**src/rtl/ctrlPkg.sv**
```systemverilog
package ctrlPkg;

    localparam int ALU_W = 4;

    localparam logic [ALU_W-1:0] ALU_ADD = 4'd0;
    localparam logic [ALU_W-1:0] ALU_SUB = 4'd1;
    localparam logic [ALU_W-1:0] ALU_AND = 4'd2;
    localparam logic [ALU_W-1:0] ALU_OR  = 4'd3;
    localparam logic [ALU_W-1:0] ALU_XOR = 4'd4;
    localparam logic [ALU_W-1:0] ALU_SLT = 4'd5;
    localparam logic [ALU_W-1:0] ALU_SLL = 4'd6;
    localparam logic [ALU_W-1:0] ALU_SRL = 4'd7;
    localparam logic [ALU_W-1:0] ALU_MUL = 4'd8;

    // Load and store width, same values for both directions
    localparam logic [1:0] WID_WORD = 2'd0;
    localparam logic [1:0] WID_HALF = 2'd1;
    localparam logic [1:0] WID_BYTE = 2'd2;

    localparam logic [2:0] BR_NONE   = 3'd0;
    localparam logic [2:0] BR_EQ     = 3'd1;
    localparam logic [2:0] BR_NE     = 3'd2;
    localparam logic [2:0] BR_LEZ    = 3'd3;
    localparam logic [2:0] BR_GTZ    = 3'd4;
    localparam logic [2:0] BR_ALWAYS = 3'd5;

    // Queued op, MSB first:
    //   aluOp, aluSrcImm, shiftByShamt, regWrite, memToReg, memRead, memWrite,
    //   memWidth, branchCond, rsIdx, rtIdx, destIdx, immExt, opPc
    localparam int CTRL_W = ALU_W + 6 + 2 + 3;
    localparam int QWIDTH = CTRL_W + 3 * 5 + 32 + 32;

endpackage

```
**src/rtl/decodeQueue.sv**
```systemverilog
module decodeQueue #(
    parameter int QUEUE_DEPTH = 4
) (
    input  logic                       clk,
    input  logic                       rstN,
    input  logic                       push,
    input  logic [ctrlPkg::QWIDTH-1:0] pushData,
    input  logic                       pop,
    output logic [ctrlPkg::QWIDTH-1:0] headData,
    output logic                       opAvail,
    output logic                       stall
);
    localparam int PW = (QUEUE_DEPTH > 1) ? $clog2(QUEUE_DEPTH) : 1;
    localparam int CW = $clog2(QUEUE_DEPTH + 1);
    localparam logic [PW-1:0] LAST_SLOT = PW'(QUEUE_DEPTH - 1);
    localparam logic [CW-1:0] FULL      = CW'(QUEUE_DEPTH);
    localparam logic [CW-1:0] NEAR_FULL = CW'(QUEUE_DEPTH - 1);

    logic [ctrlPkg::QWIDTH-1:0] slots [QUEUE_DEPTH];
    logic [PW-1:0]              wrPtr;
    logic [PW-1:0]              rdPtr;
    logic [CW-1:0]              count;

    always_ff @(posedge clk) begin
        if (push) begin
            slots[wrPtr] <= pushData;
        end
    end

    always_ff @(posedge clk) begin
        if (!rstN) begin
            wrPtr <= '0;
            rdPtr <= '0;
            count <= '0;
        end else begin
            if (push) begin
                wrPtr <= (wrPtr == LAST_SLOT) ? '0 : wrPtr + 1'b1;
            end
            if (pop) begin
                rdPtr <= (rdPtr == LAST_SLOT) ? '0 : rdPtr + 1'b1;
            end
            if (push && !pop) begin
                count <= count + 1'b1;
            end else if (pop && !push) begin
                count <= count - 1'b1;
            end
        end
    end

    assign headData = slots[rdPtr];
    assign opAvail  = (count != '0);
    // Leaves room for the op still inside the decoder
    assign stall    = (count >= NEAR_FULL);

    noOverflow: assert property (@(posedge clk) disable iff (!rstN)
        count == FULL |-> !push);
    noUnderflow: assert property (@(posedge clk) disable iff (!rstN)
        count == '0 |-> !pop);

endmodule

```
**config.mk**
```make
export PLATFORM = sky130hd
export DESIGN_NAME = decodeQueue
export DESIGN_NICKNAME = d
export VERILOG_FILES = /design/src/rtl/ctrlPkg.sv /design/src/rtl/decodeQueue.sv
export SDC_FILE = /design/constraint.sdc
export NUM_CORES = 1
export LEC_CHECK = 0
export ABC_AREA = 1
export CELL_PAD_IN_SITES_DETAIL_PLACEMENT = 0
export CELL_PAD_IN_SITES_GLOBAL_PLACEMENT = 1
export CORE_ASPECT_RATIO = 1.25
export CORE_MARGIN = 1
export CORE_UTILIZATION = 56
export CTS_BUF_LIST = sky130_fd_sc_hd__clkbuf_2
export DETAILED_ROUTE_END_ITERATION = 7
export DONT_BUFFER_PORTS = 1
export PLACE_DENSITY = 0.84
export SLEW_MARGIN = 0
export SYNTH_ARGS = -nofsm -noshare
export SYNTH_HDL_FRONTEND = slang
export SYNTH_SLANG_ARGS = --single-unit
```
**constraint.sdc**
```tcl
create_clock -name clk -period 4.4 [get_ports clk]
set_input_delay 0.66 -clock clk [delete_from_list [all_inputs] [get_ports clk]]
set_output_delay 0.66 -clock clk [all_outputs]
set_load 0.1 [all_outputs]
```
==> results.cfg, run 1 <==
[outcome]
status = finished clean

[routing]
vias_per_cell = 5.60
dr.first_iter.drc_count = 489
finalWirelength_mm = 30.7
vias = 8978
wire_per_inst_um = 19.2
first_pass_iters = 5
drc = 0
antenna_left = 0

[floorplanning]
io_pins = 194
die_w_um = 145
core-area_um2 = 25200
dieArea_um2 = 26300
initial_utilization = 0.570
die_y_um = 181
fp-row-count = 65

[power_and_ir_drop]
ir_drop_mv = 0.352
p_leak_nw = 6.25
p_per_area_nw_per_um2 = 469

[logic_synthesis]
ys_types = 21
synth_top_area_frac = 0.786
postSynthNetCount = 1074
syn_avg_cell_area_um2 = 14.8
yosysSeqAreaShare = 0.799
netlist_top_cells_count = edfxtp_1, nor2_1, o21ai_0
synth_edf_count = 376
yosysWarnings = 0
synth.largest_area_cell = edfxtp_1
synth_most_common_cell = edfxtp_1
syn-cell-area_um2 = 14400
ys.flop_type = edfxtp_1
synth_top_cells_by_area = edfxtp_1, o21ai_0, nor2_1, o22ai_1, o21ai_1
synth-seq-cells = 385
synthCells = 969
synthArstFlopShare = 0

[sta]
fin_crit_sh = 0.861
setup_ws_ns = 0.613
rsz0062_at_grt = no
fmax_mhz = 264
relSlewSlack = 0.258
hold_viol_final = 0
hold_ws_ns = 0.377
worst_pin_slew_ns = 1.11
final.setup_skew_ns = 0.0860
slew_violations = 0
setup-violations-final = 0
period_minus_slack_ns = 3.79
final.setup.tns_ns = 0

[worst_setup_path]
cpMostUsedCell = buf_4
max_stage_delay_ns = 0.76
worstPathRequired_ns = 3.74
timing.rr.end = slots[0][80]$_DFFE_PP_
crit_family = buffers and inverters
crit_fanout = 153
slowest_stage = inv_6
crit_type = flop to output port
arrival_ns = 3.13
cp_num_buf_inv = 3
r2r_slack_ns = 2.17
path_cells = inv_6, buf_4, nor2_1, o22ai_2, buf_4
crit_path_start_kind = flop
r2r-start = wrPtr[0]$_SDFFE_PN0P_
r2r_cells = 5
cp-end-kind = output port

[min_path]
min_from = push
holdPathStages = 2
min_to = slots[3][78]$_DFFE_PP_
hp-class = input port to flop

[cts]
cts_htree_levels = 3
cts_setup_buffers = 0
cts.path.max_buffers = 3
cts_tree = yes
clockRootBuffer = clkbuf_2
cts.sinks = 385
insertion_delay_ns = 0.91
clkSlewWorstSetupHoldPaths_ns = 0.12
cts-buffers-inserted = 87

[placed_design]
place_ws_ns = 1.58
gp_congestion = 0.749
dp.final_hpwl_mm = 15.8
io_buffers = 0
dp_cells = 1352

[grt]
grt_max_degree = 189
track_usage = 0.236
grt_pass1_vias = 9323
overflow = 0
grt_pass1_wl_mm = 47.2
grt_antenna_before_repair = 2

[final_layout]
register_area_um2 = 11500
fill_cells = 1681
utilization = 0.699
fin_cells = 1602
multiInputGateArea_um2 = 3050
drive_above_1_share = 0.272
area_delta_synth_final_pct = 22.7
final_net_count = 1309

[flow_run]
drv_cap = 0
==> per-layer routing <==
| layer | up-vias | track usage | share of wire |
|---|---|---|---|
| met5 | - | 0 | 0 |
| met4 | 0 | 0.127 | 0.027 |
| met3 | 63 | 0.0571 | 0.076 |
| met2 | 397 | 0.410 | 0.52 |
| met1 | 4345 | 0.268 | 0.38 |
| li1 | 4173 | - | - |
==> power by group <==
part	switching [W]	leakage (nW)	internal (W)
combinational	0.00148	2.14	0.000396
clock	0.00130	0.588	0.000863
sequential	0.0000437	3.53	0.00419
==> placed cells by master (no fill, tap or decap) <==
cell type        n
nor2_1         193
o22ai_2         94
nand4_1          1
clkinvlp_4       2
ha_1             6
clkbuf_2       122
o21ai_2          1
buf_12           1
nor3_1           2
bufinv_16        2
a21oi_1          5
nand2_1          8
diode_2          2
nand3_1          2
dfxtp_4          2
clkinv_2         3
o21ai_1         37
edfxtp_1       376
fa_1             1
o21ai_0        155
clkinv_1        18
buf_4          108
dlygate4sd3_1   98
dfxtp_1          7
inv_4            4
inv_6            1
inv_2            4
inv_1           12
==> cells by family after synthesis <==
logic type | share of synthesized area
compound gates | 0.110
fa+ha+maj | 0.00662
buf+inv | 0.0303
flops | 0.799
simple gates | 0.0544
==> flip-flops by register name (all words and copies together), names as in the netlist, named ones only <==
register / flops
wrPtr: 2
count: 3
rdPtr: 2
slots: 376
==> layout make-up <==
| type | instances | share of cell area |
|---|---|---|
| repair buffers | 207 | 0.103 |
| inverters | 18 | 0.00469 |
| diodes | 2 | 0.000284 |
| clock inverters | 28 | 0.00958 |
| multi-input cells | 505 | 0.173 |
| flip-flops and latches | 385 | 0.651 |
| well taps | 335 | 0.0238 |
| clock buffers | 122 | 0.0346 |
==> stage by stage <==
step | cell area (um2) | power [W]
after floorplan | 14400 | 0.00566
after global placement | 15900 | 0.00606
after detailed placement | 15900 | 0.00608
after CTS | 17600 | 0.00832
after global routing | 17600 | 0.00857
final | 17600 | 0.00826
==> how the worst max path moves through the flow <==
stage | startpoint | end | slack (ns) | cells past startpoint
finish | flop | headData[49] | 0.61 | 5
CTS | flop | headData[56] | 0.52 | 5
global placement | flop | headData[26] | 1.64 | 4
floorplan | count[0]$_SDFFE_PN0P_ | stall | 1.19 | 2
global route | flop | headData[44] | 0.42 | 5
detailed placement | flop | headData[56] | 1.58 | 5
==> timing repair <==
item                                   4_1_cts  5_1_grt
hold buffers                                98        0
setup endpoints to repair                    0        0
resized for setup                            0        0
endpoints found under the hold margin      385        0
No activity file was read; power rests on OpenSTA's default activity.
==> run 2: changes to the inputs <==
- BUFFER_PORTS_ARGS: default -> -buffer_cell sky130_fd_sc_hd__buf_2
- CORE_UTILIZATION: 56 -> 53
- CTS_CLUSTER_DIAMETER: default -> 120
- DONT_BUFFER_PORTS: 1 -> default
- PLACE_DENSITY: 0.84 -> 0.87
==> run 2 against run 1 <==
Compared with the run above:
- first-iteration DRC count is 24% higher
- worst hold slack worse by 0.29 ns
- highest routed layer unchanged
- via count is 1.9% higher
==> results.cfg, run 2 (synthesis gave the netlist of run 1 again) <==
[floorplanning]
die_y_um = 186
initial_utilization = 0.537
fp-row-count = 67
die_w_um = 149
core-area_um2 = 26700
io_pins = 194
dieArea_um2 = 27800

[worst_setup_path]
worstPathRequired_ns = 3.74
path_cells = buf_4, o21ai_0, o22ai_1, buf_2
r2r-start = wrPtr[0]$_SDFFE_PN0P_
cp-end-kind = output port
max_stage_delay_ns = 0.77
slowest_stage = buf_4
crit_path_start_kind = flop
arrival_ns = 3.05
crit_fanout = 94
crit_type = flop to output port

[final_layout]
utilization = 0.644
fin_area_um2 = 17200
drive_above_1_share = 0.259
largestRegisters = slots x376, count x3
fill_cells = 1938
final_common_cell = edfxtp_1
area_delta_synth_final_pct = 19.9
final_net_count = 1400
regMostFlops = slots
layout_common_cells = edfxtp_1, nor2_1, buf_2
largest_register_ffs = 376

[cts]
clockRootBuffer = clkbuf_2
insertion_delay_ns = 0.90
cts_tree = yes
clkSlewWorstSetupHoldPaths_ns = 0.10
cts_setup_buffers = 0
cts.path.max_buffers = 3
cts.sinks = 385
postCtsHoldBufs = 94
post_cts_resized = 0
cts_htree_levels = 3
cts-buffers-inserted = 86

[min_path]
hp-class = input port to flop
min_from = rstN

[placed_design]
io_buffers = 193
dpl_cell_area_um2 = 15600
dp.final_hpwl_mm = 15.4
place_ws_ns = 1.56
gp_congestion = 0.703

[grt]
grt_max_degree = 189
track_usage = 0.213
grt_pass1_vias = 8959
grt_antenna_before_repair = 2
grt_pass1_wl_mm = 44.6
overflow = 0

[sta]
rsz0062_at_grt = no
fin_crit_sh = 0.842
setup_ws_ns = 0.694
slew_violations = 0
final.setup_skew_ns = 0.0675
fmax_mhz = 270
period_minus_slack_ns = 3.71
final.setup.tns_ns = 0
relSlewSlack = 0.316
setup-violations-final = 0
worst_pin_slew_ns = 1.03
hold_viol_final = 0

[routing]
vias_per_cell = 5.38
dr.first_iter.drc_count = 607
first_pass_iters = 6
antenna_left = 0
finalWirelength_mm = 29.7
vias = 9150
wire_per_inst_um = 17.5
drc = 0

[flow_run]
drv_cap = 0

[power_and_ir_drop]
p_leak_nw = 6.27
ir_drop_mv = 0.265
p_per_area_nw_per_um2 = 465

[outcome]
status = finished clean
[run 2: metrics by stage]
step	hold WS, ns	cells	total power (W)
global route	0.00461	1700	0.00834
global placement	0.481	1458	0.00596
CTS	0.000514	1698	0.00807
detailed placement	0.495	1458	0.00598
floorplan	0.466	969	0.00566
finish	0.0892	1700	0.00800
[run 2: final timing paths]
check,to,slack (ns),depth (start not counted)
worst max-delay path,headData[12],0.69,4
worst max register to register,slots[0][37]$_DFFE_PP_,2.24,5
worst min register to register,count[0]$_SDFFE_PN0P_,0.51,1
worst min-delay path,count[0]$_SDFFE_PN0P_,0.09,3
[run 2: layout make-up]
| cell class | instances | area, um2 | area share |
|---|---|---|---|
| clock buffer | 132 | 661 | 0.0384 |
| inverter | 18 | 82.6 | 0.00480 |
| tap | 345 | 432 | 0.0251 |
| timing repair buffer | 299 | 2050 | 0.119 |
| antenna | 2 | 5.00 | 0.000291 |
| sequential | 385 | 11500 | 0.667 |
| clock inverter | 14 | 53.8 | 0.00313 |
| multi-input combinational | 505 | 2450 | 0.143 |
[run 2: where the power goes]
part	internal [W]	switching [W]	total [W]
Combinational	0.000302	0.00144	0.00174
Sequential	0.00418	0.0000355	0.00422
Clock	0.000781	0.00126	0.00204
[run 2: layer usage]
metal | vias to the layer above | wire length [um] | global-route usage
met5 | - | 0 | 0
met4 | 0 | 692 | 0.0980
met3 | 56 | 1990 | 0.0520
met2 | 332 | 14900 | 0.358
met1 | 4397 | 12100 | 0.259
li1 | 4365 | - | -
[run 2: critical path: cells and delay by family (launching register included)]
kind                   cells  cell delay, ns
buffers and inverters      2            1.25
AO/OA/AOI/OAI              2            0.56
flip-flops                 1            0.35
